File: config.mk
export PLATFORM = sky130hd
export DESIGN_NAME = video_out_base
export DESIGN_NICKNAME = d
export VERILOG_FILES = /design/src/design/video_pkg.sv /design/src/design/video_out_base.sv /design/src/design/video_out_mux.sv /design/src/design/color_channel.sv /design/src/design/video_feed.sv
export SDC_FILE = /design/constraint.sdc
export NUM_CORES = 1
export LEC_CHECK = 0
export ABC_AREA = 0
export BUFFER_PORTS_ARGS = -buffer_cell sky130_fd_sc_hd__buf_2
export CAP_MARGIN = 20
export CELL_PAD_IN_SITES_DETAIL_PLACEMENT = 1
export CELL_PAD_IN_SITES_GLOBAL_PLACEMENT = 2
export CORE_MARGIN = 1
export CORE_UTILIZATION = 25
export CTS_CLUSTER_DIAMETER = 80
export DETAILED_ROUTE_END_ITERATION = 16
export PLACE_DENSITY = 0.64
export SYNTH_ARGS = -nofsm -noshare
export SYNTH_HDL_FRONTEND = slang
export SYNTH_HIERARCHICAL = 1
export SYNTH_SLANG_ARGS = --single-unit
export TNS_END_PERCENT = 5
File: constraint.sdc
create_clock -name clk_sys -period 13.9 [get_ports clk_sys]
set_clock_uncertainty 0.2 [all_clocks]
set_input_delay 0.695 -clock clk_sys [delete_from_list [all_inputs] [get_ports clk_sys]]
set_output_delay 0.695 -clock clk_sys [all_outputs]
set_load 0.02 [all_outputs]
File: src/design/video_pkg.sv
// Shared widths, colour constants and the output word of the video stage
// Imported by the feeder, channel, mux and top level

package video_pkg;

    // Game side pixel, 4 bits per colour
    localparam int color_in_w = 4;

    // DAC side pixel, 6 bits per colour
    localparam int color_out_w = 6;

    // Red, green, blue in that index order
    localparam int num_channels = 3;

    // Bits forced high where the OSD plane is lit
    localparam logic [color_out_w-1:0] osd_tint = 6'h30;

    // Mid-scale bias for Pb and Pr
    localparam int ypbpr_offset = 32;

    // Plain RGB view of the output word
    typedef struct packed {
        logic [color_out_w-1:0] r;
        logic [color_out_w-1:0] g;
        logic [color_out_w-1:0] b;
    } rgb_view_t;

    // Component view, same pin order as RGB
    typedef struct packed {
        logic [color_out_w-1:0] pr; // On the red pin
        logic [color_out_w-1:0] y;  // On the green pin
        logic [color_out_w-1:0] pb; // On the blue pin
    } ypbpr_view_t;

    // One 18-bit word, decoded by mode
    typedef union packed {
        rgb_view_t   rgb;
        ypbpr_view_t cmp;
    } video_word_t;

endpackage
File: src/design/video_out_base.sv
// Top level of the video output stage
// Feeder fans out to one channel per colour, the mux drives the DAC and sync pins

`timescale 1ns/1ps

module video_out_base (
    input  logic                              clk_sys,
    input  logic                              reset,
    input  logic                              pxl_cen,   // Pixel clock enable
    input  logic [video_pkg::color_in_w-1:0]  game_r,
    input  logic [video_pkg::color_in_w-1:0]  game_g,
    input  logic [video_pkg::color_in_w-1:0]  game_b,
    input  logic                              lhbl,
    input  logic                              lvbl,
    input  logic                              hs,
    input  logic                              vs,
    input  logic                              osd_pixel,
    input  logic                              osd_on,
    input  logic                              ypbpr,
    output logic [video_pkg::color_out_w-1:0] VGA_R,
    output logic [video_pkg::color_out_w-1:0] VGA_G,
    output logic [video_pkg::color_out_w-1:0] VGA_B,
    output logic                              VGA_HS,
    output logic                              VGA_VS
);

    import video_pkg::*;

    logic [num_channels-1:0][color_in_w-1:0]  pix;
    logic [num_channels-1:0][color_out_w-1:0] chan_out;
    logic                                     osd_pix;
    logic                                     blank;
    logic                                     hs_q;
    logic                                     vs_q;

    video_feed i_video_feed (
        .clk_sys   ( clk_sys   ),
        .reset     ( reset     ),
        .pxl_cen   ( pxl_cen   ),
        .game_r    ( game_r    ),
        .game_g    ( game_g    ),
        .game_b    ( game_b    ),
        .lhbl      ( lhbl      ),
        .lvbl      ( lvbl      ),
        .hs        ( hs        ),
        .vs        ( vs        ),
        .osd_pixel ( osd_pixel ),
        .pix       ( pix       ),
        .osd_pix   ( osd_pix   ),
        .blank     ( blank     ),
        .hs_q      ( hs_q      ),
        .vs_q      ( vs_q      )
    );

    // Red, green, blue
    genvar i;
    generate
        for (i = 0; i < num_channels; i++) begin : g_chan
            color_channel i_color_channel (
                .clk_sys   ( clk_sys     ),
                .reset     ( reset       ),
                .color_in  ( pix[i]      ),
                .osd_on    ( osd_on      ),
                .osd_pix   ( osd_pix     ),
                .blank     ( blank       ),
                .color_out ( chan_out[i] )
            );
        end
    endgenerate

    video_out_mux i_video_out_mux (
        .clk_sys  ( clk_sys  ),
        .reset    ( reset    ),
        .ypbpr    ( ypbpr    ),
        .chan_out ( chan_out ),
        .hs_q     ( hs_q     ),
        .vs_q     ( vs_q     ),
        .VGA_R    ( VGA_R    ),
        .VGA_G    ( VGA_G    ),
        .VGA_B    ( VGA_B    ),
        .VGA_HS   ( VGA_HS   ),
        .VGA_VS   ( VGA_VS   )
    );

endmodule

File: src/design/video_out_mux.sv
// Output multiplexer of the video stage
// Builds RGB or YPbPr words, forms composite sync and keeps syncs aligned with colour

`timescale 1ns/1ps

module video_out_mux (
    input  logic                              clk_sys,
    input  logic                              reset,
    input  logic                              ypbpr,    // Component mode level
    input  logic [video_pkg::num_channels-1:0][video_pkg::color_out_w-1:0] chan_out,
    input  logic                              hs_q,
    input  logic                              vs_q,
    output logic [video_pkg::color_out_w-1:0] VGA_R,
    output logic [video_pkg::color_out_w-1:0] VGA_G,
    output logic [video_pkg::color_out_w-1:0] VGA_B,
    output logic                              VGA_HS,
    output logic                              VGA_VS
);

    import video_pkg::*;

    logic                   hs_d;
    logic                   vs_d;
    logic                   csync;
    logic [8:0]             y_sum;      // Up to 504
    logic [color_out_w-1:0] y_val;
    logic signed [7:0]      diff_b;
    logic signed [7:0]      diff_r;
    logic signed [9:0]      pb_full;
    logic signed [9:0]      pr_full;
    video_word_t            word_d;
    video_word_t            word_q;

    // Saturate to the DAC range
    function automatic logic [color_out_w-1:0] clamp_dac(input logic signed [9:0] v);
        logic signed [9:0] top;
        top = 10'((1 << color_out_w) - 1);
        if (v < 0) begin
            return '0;
        end else if (v > top) begin
            return top[color_out_w-1:0];
        end
        return v[color_out_w-1:0];
    endfunction

    // Colour spends one cycle in the channel, so syncs wait one here
    always_ff @(posedge clk_sys) begin
        if (reset) begin
            hs_d <= 1'b0;
            vs_d <= 1'b0;
        end else begin
            hs_d <= hs_q;
            vs_d <= vs_q;
        end
    end

    assign csync = (hs_d == vs_d);

    // Luma is (2R + 5G + B) / 8
    always_comb begin
        y_sum = 9'({chan_out[0], 1'b0}) + 9'({chan_out[1], 2'b00}) + 9'(chan_out[1])
              + 9'(chan_out[2]);
        y_val = y_sum[8:3];

        diff_b = $signed({2'b00, chan_out[2]}) - $signed({2'b00, y_val});
        diff_r = $signed({2'b00, chan_out[0]}) - $signed({2'b00, y_val});

        // Signed divide truncates toward zero
        pb_full = 10'(ypbpr_offset + diff_b / 2);
        pr_full = 10'(ypbpr_offset + diff_r / 2);
    end

    always_comb begin
        word_d = '0;
        if (ypbpr) begin
            word_d.cmp.pr = clamp_dac(pr_full);
            word_d.cmp.y  = y_val;
            word_d.cmp.pb = clamp_dac(pb_full);
        end else begin
            word_d.rgb.r = chan_out[0];
            word_d.rgb.g = chan_out[1];
            word_d.rgb.b = chan_out[2];
        end
    end

    always_ff @(posedge clk_sys) begin
        if (reset) begin
            word_q <= '0;
            VGA_HS <= 1'b0;
            VGA_VS <= 1'b0;
        end else begin
            word_q <= word_d;
            if (ypbpr) begin
                // SCART style, composite sync on HS and VS tied high
                VGA_HS <= csync;
                VGA_VS <= 1'b1;
            end else begin
                VGA_HS <= hs_d;
                VGA_VS <= vs_d;
            end
        end
    end

    // Pin slices are the same in both views
    assign VGA_R = word_q.rgb.r;
    assign VGA_G = word_q.rgb.g;
    assign VGA_B = word_q.rgb.b;

endmodule

File: src/design/color_channel.sv
// One colour channel of the video stage
// Expands 4-bit colour to DAC width, applies OSD dimming and tint, then blanking

`timescale 1ns/1ps

module color_channel (
    input  logic                              clk_sys,
    input  logic                              reset,
    input  logic [video_pkg::color_in_w-1:0]  color_in,
    input  logic                              osd_on,   // OSD menu open
    input  logic                              osd_pix,  // OSD plane lit here
    input  logic                              blank,
    output logic [video_pkg::color_out_w-1:0] color_out
);

    import video_pkg::*;

    logic [color_out_w-1:0] expanded;
    logic [color_out_w-1:0] dimmed;
    logic [color_out_w-1:0] mixed;

    always_comb begin
        // Top bits repeated below so full scale maps to full scale
        expanded = {color_in, color_in[color_in_w-1 -: (color_out_w - color_in_w)]};

        // Game picture at half brightness behind the menu
        if (osd_on) begin
            dimmed = expanded >> 1;
        end else begin
            dimmed = expanded;
        end

        if (osd_pix) begin
            mixed = dimmed | osd_tint;
        end else begin
            mixed = dimmed;
        end
    end

    always_ff @(posedge clk_sys) begin
        if (reset) begin
            color_out <= '0;
        end else if (blank) begin
            color_out <= '0; // Black outside the active area
        end else begin
            color_out <= mixed;
        end
    end

endmodule

File: src/design/video_feed.sv
// Pixel feeder for the video output stage
// Samples game colours, blanking, syncs and the OSD bit on each pxl_cen

`timescale 1ns/1ps

module video_feed (
    input  logic                         clk_sys,
    input  logic                         reset,
    input  logic                         pxl_cen,
    input  logic [video_pkg::color_in_w-1:0] game_r,
    input  logic [video_pkg::color_in_w-1:0] game_g,
    input  logic [video_pkg::color_in_w-1:0] game_b,
    input  logic                         lhbl,      // Low during horizontal blank
    input  logic                         lvbl,      // Low during vertical blank
    input  logic                         hs,
    input  logic                         vs,
    input  logic                         osd_pixel,
    output logic [video_pkg::num_channels-1:0][video_pkg::color_in_w-1:0] pix,
    output logic                         osd_pix,
    output logic                         blank,
    output logic                         hs_q,
    output logic                         vs_q
);

    logic blank_in;

    // Either blanking flag low kills the pixel
    assign blank_in = ~(lhbl & lvbl);

    // Colour capture, index 0 is red
    always_ff @(posedge clk_sys) begin
        if (reset) begin
            pix <= '0;
        end else if (pxl_cen) begin
            pix[0] <= game_r;
            pix[1] <= game_g;
            pix[2] <= game_b;
        end
    end

    // Side band travels with the colours
    always_ff @(posedge clk_sys) begin
        if (reset) begin
            osd_pix <= 1'b0;
            blank   <= 1'b0;
        end else if (pxl_cen) begin
            osd_pix <= osd_pixel;
            blank   <= blank_in;
        end
    end

    // Syncs sampled on the same strobe
    always_ff @(posedge clk_sys) begin
        if (reset) begin
            hs_q <= 1'b0;
            vs_q <= 1'b0;
        end else if (pxl_cen) begin
            hs_q <= hs;
            vs_q <= vs;
        end
    end

endmodule

* After elaboration in Yosys (flattened, before gate mapping)
Index checks and enable logic that the tools add are counted.
** Word-level totals
- Register bits after elaboration :: 56
- Output and inout port bits :: 20
** Cells by class
- Add/subtract/negate cells :: 9
- $lt $le $gt $ge :: 4
- Equal/unequal tests :: 1
- Muxes and demuxes :: 21
- Bitwise logic cells :: 4
- Reduce and logical (&&, ||, !) cells :: 1
** Operators by type and width (number)
- two-way mux 6 bit :: 12
- adder 10 x 1 -> 10 bit :: 2
- adder 7 x 10 -> 10 bit (first input constant) :: 2
- > comparator 10 x 7 -> 1 bit (second input constant) :: 2
- less-than comparator 10 x 1 -> 1 bit (second input constant) :: 2
- adder 9 x 6 -> 9 bit :: 2
- two-way mux 18 bit :: 1
- subtractor 6 x 6 -> 7 bit :: 2
- adder 7 x 8 -> 9 bit :: 1
- two-way mux 1 bit :: 8
- bitwise AND 1 bit :: 3
- OR reduction 2 bit :: 1
- == test 1 bit :: 1
- inverter 1 bit :: 1

* Depth between registers and ports, before layout
Gate-level depths: netlist of run 1.
- Depth in word-level cells :: 13
- Gate-level depth with buffers :: 22
- Gate-level depth less buffers :: 21

* Hierarchy
The synthesis of run 1 kept the hierarchy.
** By module, submodules not included
- video_out_mux :: times used 1, cells each 274, area each 2498.6 um^2, sequential area each 440.4 um^2
- color_channel :: times used 3, cells each 20, area each 224.0 um^2, sequential area each 120.1 um^2
- video_feed :: times used 1, cells each 52, area each 589.3 um^2, sequential area each 320.3 um^2

* Least setup slack after synthesis of run 1
Ideal clock, no wire load.
- Path type :: reg2reg
- Start :: reg g_chan[0].i_color_channel/color_out[1] (netlist name)
- End :: reg i_video_out_mux/word_q[16] (netlist name)
- Setup time :: 0.071 ns
- Arrival :: 5.262 ns
- Data required time :: 13.629 ns
- Slack :: 8.368 ns
- Stages on the path, launching flop included :: 23
- Path buffers :: 1
- Path through :: dfxtp_1 -> inv_1 -> fa_1 -> inv_1 -> fa_1 -> and4_1 -> buf_4 -> fa_1 -> a211oi_2 -> nor2_1 -> or2_2 -> ha_1 -> nand2_1 -> o221ai_4 -> maj3_1 -> a21oi_2 -> nor2b_1 -> ha_1 -> ha_1 -> nand2_1 -> or2_0 -> a221o_2 -> a21oi_1
** On the way
- Longest elaborated chain between the ends :: 13
- Elaborated cells between the ends (all ways) :: 15
- Those cells by class :: add/sub (6); order compare (2); mux (6); bitwise (1)
** Ends and longest elaborated chain
- from (decl) :: RTL line color_channel.sv:13 : output logic [video_pkg::color_out_w-1:0] color_out
- from (signal assigned) :: RTL line color_channel.sv:46 : color_out <= mixed;
- adder 7 x 8 -> 9 bit :: RTL line video_out_mux.sv:61 : y_sum = 9'({chan_out[0], 1'b0}) + 9'({chan_out[1], 2'b00}) + 9'(chan_out[1])
- adder 9 x 6 -> 9 bit :: RTL line video_out_mux.sv:61
- adder 9 x 6 -> 9 bit :: RTL line video_out_mux.sv:62 : + 9'(chan_out[2]);
- subtractor 6 x 6 -> 7 bit (*) :: RTL line video_out_mux.sv:66 : diff_r = $signed({2'b00, chan_out[0]}) - $signed({2'b00, y_val});
- bitwise AND 1 bit (no source line)
- adder 10 x 1 -> 10 bit (no source line) (*)
- adder 7 x 10 -> 10 bit (*) :: RTL line video_out_mux.sv:70 : pr_full = 10'(ypbpr_offset + diff_r / 2);
- > comparator 10 x 7 -> 1 bit :: RTL line video_out_mux.sv:40 : end else if (v > top) begin
- two-way mux 1 bit :: RTL line video_out_mux.sv:40
- two-way mux 1 bit :: RTL line video_out_mux.sv:38 : if (v < 0) begin
- two-way mux 1 bit :: RTL line video_out_mux.sv:75 : if (ypbpr) begin
- two-way mux 6 bit (*) :: RTL line video_out_mux.sv:43 : return v[color_out_w-1:0];
- two-way mux 18 bit (*) :: RTL line video_out_mux.sv:75
- to (signal assigned) :: RTL line video_out_mux.sv:92 : word_q <= word_d;
- to (decl) :: RTL line video_out_mux.sv:32 : video_word_t word_q;
Mark *: on every way between the ends. The rest lies on a longest branch, timed or not. The select of a mux whose other input is x is not followed.
A chain may end at the register's enable or synchronous reset.

* Worst setup path in the final report of run 1
Ends and elaborated chain as after synthesis.

==> impl_metrics.py, run 1 <==
metrics = {
    "clocking": {
        "ctsHoldBuffers": 0,
        "clock_path_buffers": 2,
        "root_buffer": "clkbuf_16",
        "clock_sinks": 56,
        "cts.htree.levels": 2,
        "postCtsResizedCells": 0,
        "post_cts_buffers": 0,
        "clkLatencyLatePin_ns": 0.31,
        "clk_pin_slew_ns": 0.07,
        "cts_buffers": 5,
        "cts_tree": "built",
    },
    "logic_synthesis": {
        "yosysSeqAreaShare_pct": 29.8,
        "ys_types": 78,
        "synth-xor-area-share_pct": 5.76,
        "yosys-top-cells-area": "dfxtp_1 (30%), mux2i_1 (6.9%), fa_1 (6.4%), ha_1 (5.7%), nor2_1 (4.1%)",
        "synth-seq-cells": 56,
        "synthAdderAreaFrac_pct": 12.8,
        "yosysWarnings": 6,
        "muxShareOfSynthArea_pct": 6.92,
        "synth_top_area_share_pct": 29.8,
        "synth_async_sr_flop_share_pct": 0,
        "synth-compound-area-share_pct": 19.7,
        "synth_area_per_cell_um2": 9.74,
        "synth_top_family_by_area": "compound AO/OA/AOI/OAI gates",
        "syn_inst": 386,
        "synth_nets": 437,
        "syn-cell-area_mm2": 0.00376,
        "yosysTopAreaCell": "dfxtp_1",
        "synth-simple-area-share_pct": 17.9,
        "synth_flop_cell": "dfxtp_1",
        "synth_edf_count": 0,
    },
    "drt": {
        "wl_per_cell_um": 15.8,
        "routed_via_density": 4.86,
        "drt_iter0_drc": 73,
        "drtAntennaViolNets": 0,
        "wl_um": 9540,
        "remaining_drc_errors": 0,
        "vias": 2923,
        "first_pass_iters": 4,
    },
    "sta": {
        "rsz0062_at_grt": "no",
        "slew_headroom_pct": 36.0,
        "slew_violations": 0,
        "period_share_pct": 44.1,
        "fin_setup_tns_ns": 0,
        "tightest_slew_ns": 0.959,
        "max_clock_freq_ghz": 0.163,
        "setup_viol": 0,
        "min_period_ns": 6.13,
        "final_hold_viol_count": 0,
    },
    "placed_design": {
        "port-buffer-count": 41,
        "hpwl_um": 7440,
        "gp_congestion": 0.796,
    },
    "global_route": {
        "gr-total-overflow": 0,
        "antenna_found_initial": 0,
        "grt_pass1_vias": 2980,
        "grtUsageTotal_pct": 13.1,
        "grt_pass1_wl_um": 16000,
        "grt_max_degree": 51,
    },
    "worst_setup_path": {
        "start_kind": "register",
        "cp_slowest_cell": "fa_1",
        "worstPathArrival_ns": 6.17,
        "path_class": "register to register",
        "crit_path_end_kind": "register",
        "path_cells": "inv_1 > fa_1 > inv_1 > fa_1 > and4_1 > fa_1 > a211oi_2 > nor2_1 > or2_2 > ha_1 > nand2_1 > o221ai_4 > maj3_1 > a21oi_2 > nor2b_1 > ha_1 > ha_1 > nand2_1 > or2_0 > a221o_2 > a21oi_1",
        "path_max_fanout": 7,
        "max_stage_delay_ns": 0.54,
        "required_ns": 13.94,
    },
    "die": {
        "num_rows": 44,
        "die_area_mm2": 0.0155,
        "io_pins": 42,
        "die_w_um": 125,
        "initial_core_util_pct": 25.8,
        "die_h_um": 125,
        "core-area_mm2": 0.0146,
    },
    "final_layout": {
        "final_common_cell": "dfxtp_1",
        "final_cell_mix": "dfxtp_1 (56), nor2_1 (41), buf_2 (41)",
        "finish.utilization_pct": 29.2,
        "antenna_cells": 0,
        "num-nets-final": 468,
        "syn_to_final_growth_pct": 13.2,
        "layout-drive-gt1-share_pct": 21.8,
    },
    "power": {
        "p_per_area_mw_per_mm2": 118,
        "p_leak_nw": 1.78,
        "ir_worst_vdd_mv": 0.0459,
    },
    "min_path": {
        "holdCritPathClass": "register to register",
    },
    "status": {
        "status": "completed",
    },
    "job": {
        "drv_cap": 0,
    },
}
==> path summary, 6_finish.rpt <==
check                                                     from                                     to  slack (ns)  cells past startpoint
max          g_chan[0].i_color_channel/color_out[1]$_SDFF_PP0_  i_video_out_mux/word_q[16]$_SDFF_PP0_        7.77                     21
min                             i_video_feed/hs_q$_SDFFE_PP0P_        i_video_out_mux/hs_d$_SDFF_PP0_        0.27                      1
max reg2reg  g_chan[0].i_color_channel/color_out[1]$_SDFF_PP0_  i_video_out_mux/word_q[16]$_SDFF_PP0_        7.77                     21
min reg2reg                     i_video_feed/hs_q$_SDFFE_PP0P_        i_video_out_mux/hs_d$_SDFF_PP0_        0.27                      1
==> area by class of cell <==
cell class | count | area [µm²]
clock buffer | 6 | 129
clock inverter | 2 | 38.8
fill | 1712 | 10300
inverter | 37 | 139
multi-input combinational | 275 | 2370
sequential | 56 | 1120
tap | 184 | 230
timing repair buffer | 42 | 225
==> sequential cells by signal (all words and copies together) (netlist names) <==
signal	cells
g_chan.i_color_channel/color_out	18
i_video_out_mux/word_q	18
i_video_feed/pix	12
i_video_feed/blank	1
i_video_feed/hs_q	1
i_video_feed/osd_pix	1
i_video_feed/vs_q	1
i_video_out_mux/VGA_HS	1
i_video_out_mux/VGA_VS	1
i_video_out_mux/hs_d	1
i_video_out_mux/vs_d	1
==> per-stage QoR <==
stage	instance area, µm²	hold slack (ns)	power (W)	cells	worst slack (ns)
2_1_floorplan	3760	0.237	0.000322	386	8.37
3_3_place_gp	4070	0.256	0.000358	593	7.87
3_5_place_dp	4070	0.260	0.000359	593	7.78
4_1_cts	4240	0.271	0.000511	601	7.75
5_1_grt	4260	0.298	0.000538	602	7.39
6_report	4260	0.269	0.000502	602	7.77
==> report_power, final <==
| part | internal [W] | switching (W) |
|---|---|---|
| clock | 0.0000859 | 0.0000616 |
| combinational | 0.0000727 | 0.000102 |
| sequential | 0.000172 | 0.00000793 |
==> Yosys cell counts (2+ instances only) <==
library cell / n
dfxtp_1: 56
nand2b_1: 5
ha_1: 17
a311o_1: 2
buf_4: 2
nor2_2: 2
nand4_1: 2
or4b_1: 4
a21boi_1: 10
nor2b_1: 4
buf_6: 4
and4_1: 3
o21ai_0: 4
nand3_1: 5
xnor3_1: 3
maj3_1: 3
mux2i_1: 26
a221oi_2: 5
nor2_1: 41
o21a_1: 3
and3_1: 2
buf_1: 2
inv_1: 37
o221ai_1: 2
o21bai_1: 2
nand2b_4: 3
xor2_1: 6
a311oi_2: 5
a21oi_1: 13
nor4_1: 2
a21oi_2: 2
or2_1: 2
buf_2: 3
a2111oi_2: 2
nand2_2: 2
nor3_1: 15
nand2_1: 12
xnor2_1: 11
fa_1: 12
o21ai_1: 2
nor3b_1: 2
clkbuf_1: 5
a211oi_1: 6
==> kinds of logic (layout without fill, tap and decap cells) <==
family | after synthesis | after routing
flip-flops | 56 | 56
adder cells (fa/ha/maj) | 32 | 32
multiplexers | 26 | 26
AND/OR/NAND/NOR | 119 | 119
buffers and inverters | 55 | 87
AO/OA/AOI/OAI | 78 | 78
XOR/XNOR | 20 | 20
==> layer usage <==
metal | part of all wire, % | GRT usage, %
met1 | 49 | 17.4
met2 | 45 | 21.0
met3 | 4.2 | 2.88
met4 | 1.6 | 4.54
met5 | 0 | 0
==> critical path: cells and delay by family (launching register included) <==
kind	cells	cell delay, ns
flip-flops	1	0.38
AND/OR/NAND/NOR	7	1.52
AO/OA/AOI/OAI	5	1.24
buffers and inverters	2	0.16
adder cells (fa/ha/maj)	7	2.56
No activity file was read; power rests on OpenSTA's default activity.
==> inputs of run 2 (changes only) <==
==> constraint.sdc (replaced) <==
create_clock -name clk_sys -period 5.79 [get_ports clk_sys]
set_clock_uncertainty 0.2 [all_clocks]
set_input_delay 0.2895 -clock clk_sys [delete_from_list [all_inputs] [get_ports clk_sys]]
set_output_delay 0.2895 -clock clk_sys [all_outputs]
set_load 0.02 [all_outputs]
==> run 2 against run 1 <==
Effect of this change: non-clock buffer count up 11; hold slack got worse by 0.24 ns; critical path depth is the same; maximum frequency is 10% higher; die area stayed put; clock power increased by 140%; total power up 150%; register-to-register slack lost 7.5 ns; first-iteration DRC count up 2.7%; sequential share of layout area is 0.80 points lower; setup slack lost 7.5 ns; critical endpoint unchanged; highest routed layer unchanged.
==> impl_metrics.py, run 2 (synthesis results as in run 1) <==
metrics = {
    "status": {
        "status": "completed",
    },
    "final_layout": {
        "reg_top3": "g_chan.i_color_channel/color_out (18), i_video_out_mux/word_q (18), i_video_feed/pix (12)",
        "num-nets-final": 479,
        "final_cell_count_no_fill": 613,
        "antenna_cells": 0,
        "final_cell_mix": "dfxtp_1 (55), nor2_1 (41), buf_2 (41)",
        "syn_to_final_growth_pct": 16.9,
        "fillers": 1673,
        "finish.utilization_pct": 30.1,
        "layout-drive-gt1-share_pct": 25.4,
        "final_common_cell": "dfxtp_1",
    },
    "clocking": {
        "cts.htree.levels": 2,
        "clk_pin_slew_ns": 0.07,
        "cts_buffers": 5,
        "cts_tree": "built",
        "clock_sinks": 56,
        "clkLatencyLatePin_ns": 0.29,
        "root_buffer": "clkbuf_16",
        "clock_path_buffers": 2,
    },
    "drt": {
        "wl_per_cell_um": 16.2,
        "wl_um": 9920,
        "drt_iter0_drc": 75,
        "first_pass_iters": 4,
        "wl_met1_um": 4890,
        "routed_via_density": 4.82,
        "wl_met2_um": 4620,
        "top_layer": "met4",
        "remaining_drc_errors": 0,
        "vias": 2956,
        "drtAntennaViolNets": 0,
        "wl_met3_um": 326,
    },
    "die": {
        "die_area_mm2": 0.0155,
        "core-area_mm2": 0.0146,
        "die_h_um": 125,
        "num_rows": 44,
        "io_pins": 42,
        "initial_core_util_pct": 25.8,
        "die_w_um": 125,
    },
    "worst_setup_path": {
        "worst-path-stages": 21,
        "path_cells": "inv_1 > fa_1 > inv_1 > fa_1 > and4_1 > fa_2 > a211oi_2 > nor2_1 > or2_2 > ha_1 > nand2_2 > o221ai_4 > maj3_2 > a21oi_4 > nor2b_2 > ha_1 > ha_2 > nand2_2 > or2_0 > a221o_2 > a21oi_1",
        "path_max_fanout": 4,
        "start_kind": "register",
        "cp_slowest_cell": "fa_1",
        "crit_path_end_kind": "register",
        "crit_family": "adder cells",
        "cp_num_buf_inv": 2,
        "ff2ff_path_depth": 21,
        "worstPathArrival_ns": 5.57,
        "path_class": "register to register",
        "max_stage_delay_ns": 0.54,
        "required_ns": 5.81,
    },
    "placed_design": {
        "hpwl_um": 7680,
        "dp_cells": 600,
        "port-buffer-count": 41,
        "place_ws_ns": -0.0357,
        "gp_congestion": 0.760,
    },
    "sta": {
        "min_period_ns": 5.55,
        "slew_violations": 0,
        "final_hold_viol_count": 0,
        "period_share_pct": 95.8,
        "rsz0062_at_grt": "yes",
        "fin_hold_ws_ns": 0.0310,
        "max_clock_freq_ghz": 0.180,
        "slew_headroom_pct": 34.8,
        "tightest_slew_ns": 0.978,
        "fin_ws_ns": 0.242,
        "setup_viol": 0,
    },
    "job": {
        "drv_cap": 0,
    },
    "min_path": {
        "holdCritPathClass": "primary input to register",
        "whs_path_depth": 3,
    },
    "global_route": {
        "grt_max_degree": 51,
        "grtUsageTotal_pct": 13.3,
        "grt_pass1_wl_um": 16400,
        "antenna_found_initial": 0,
        "gr-total-overflow": 0,
        "grt_pass1_vias": 3097,
    },
    "power": {
        "power_w": 0.00123,
        "p_leak_nw": 1.85,
        "p_per_area_mw_per_mm2": 280,
        "ir_worst_vdd_mv": 0.125,
    },
}
==> run 2: cell count changes in the layout (fill, tap and decap cells not counted), sizes merged <==
cell         before  now
buf              42   51
dlygate4sd3       0    2
==> run 2: worst min-delay path, cell delays in order <==
cell and delay (ns):
buf_2 0.07, mux2i_1 0.05, nor2_1 0.07
==> run 2: where the power goes <==
part	internal [W]	switching [W]	leakage [nW]
Sequential	0.000413	0.0000175	0.461
Clock	0.000207	0.000150	0.0815
Combinational	0.000188	0.000257	1.30
==> run 2: worst paths after layout <==
path / start / end / slack, ns
max: g_chan[0].i_color_channel/color_out[1]$_SDFF_PP0_ / i_video_out_mux/word_q[16]$_SDFF_PP0_ / 0.24
min: game_g[3] / i_video_feed/pix[7]$_SDFFE_PP0P_ / 0.03
max reg2reg: g_chan[0].i_color_channel/color_out[1]$_SDFF_PP0_ / i_video_out_mux/word_q[16]$_SDFF_PP0_ / 0.24
min reg2reg: i_video_feed/hs_q$_SDFFE_PP0P_ / i_video_out_mux/hs_d$_SDFF_PP0_ / 0.27
==> run 2: timing repair <==
action	CTS	global route
hold buffers	2	0
pin swaps	1	3
cloned	0	0
hold endpoints to repair	1	0
buffers inserted	1	1
gates resized for setup	1	11
endpoints found under the setup margin	5	8
==> run 2: layer usage <==
layer  global-route usage, %  vias up
met5                       0        -
met4                    2.48        0
met3                    2.32        7
met2                    21.7       43
met1                    18.4     1458
li1                        -     1448
==> run 2: layout make-up <==
cell class	count	area, µm²	share of cell area [%]
Inverter	37	139	3.16
Clock inverter	2	38.8	0.883
Timing Repair Buffer	53	320	7.29
Tap cell	184	230	5.24
Sequential cell	56	1120	25.5
Multi-Input combinational cell	275	2410	55.0
Clock buffer	6	129	2.93
==> run 2: through the flow <==
stage / setup TNS, ns / instance area, µm²
finish: 0 / 4390
global route: -0.0318 / 4390
CTS: 0 / 4320
detailed placement: -0.0427 / 4120
global placement: 0 / 4120
floorplan: 0 / 3760
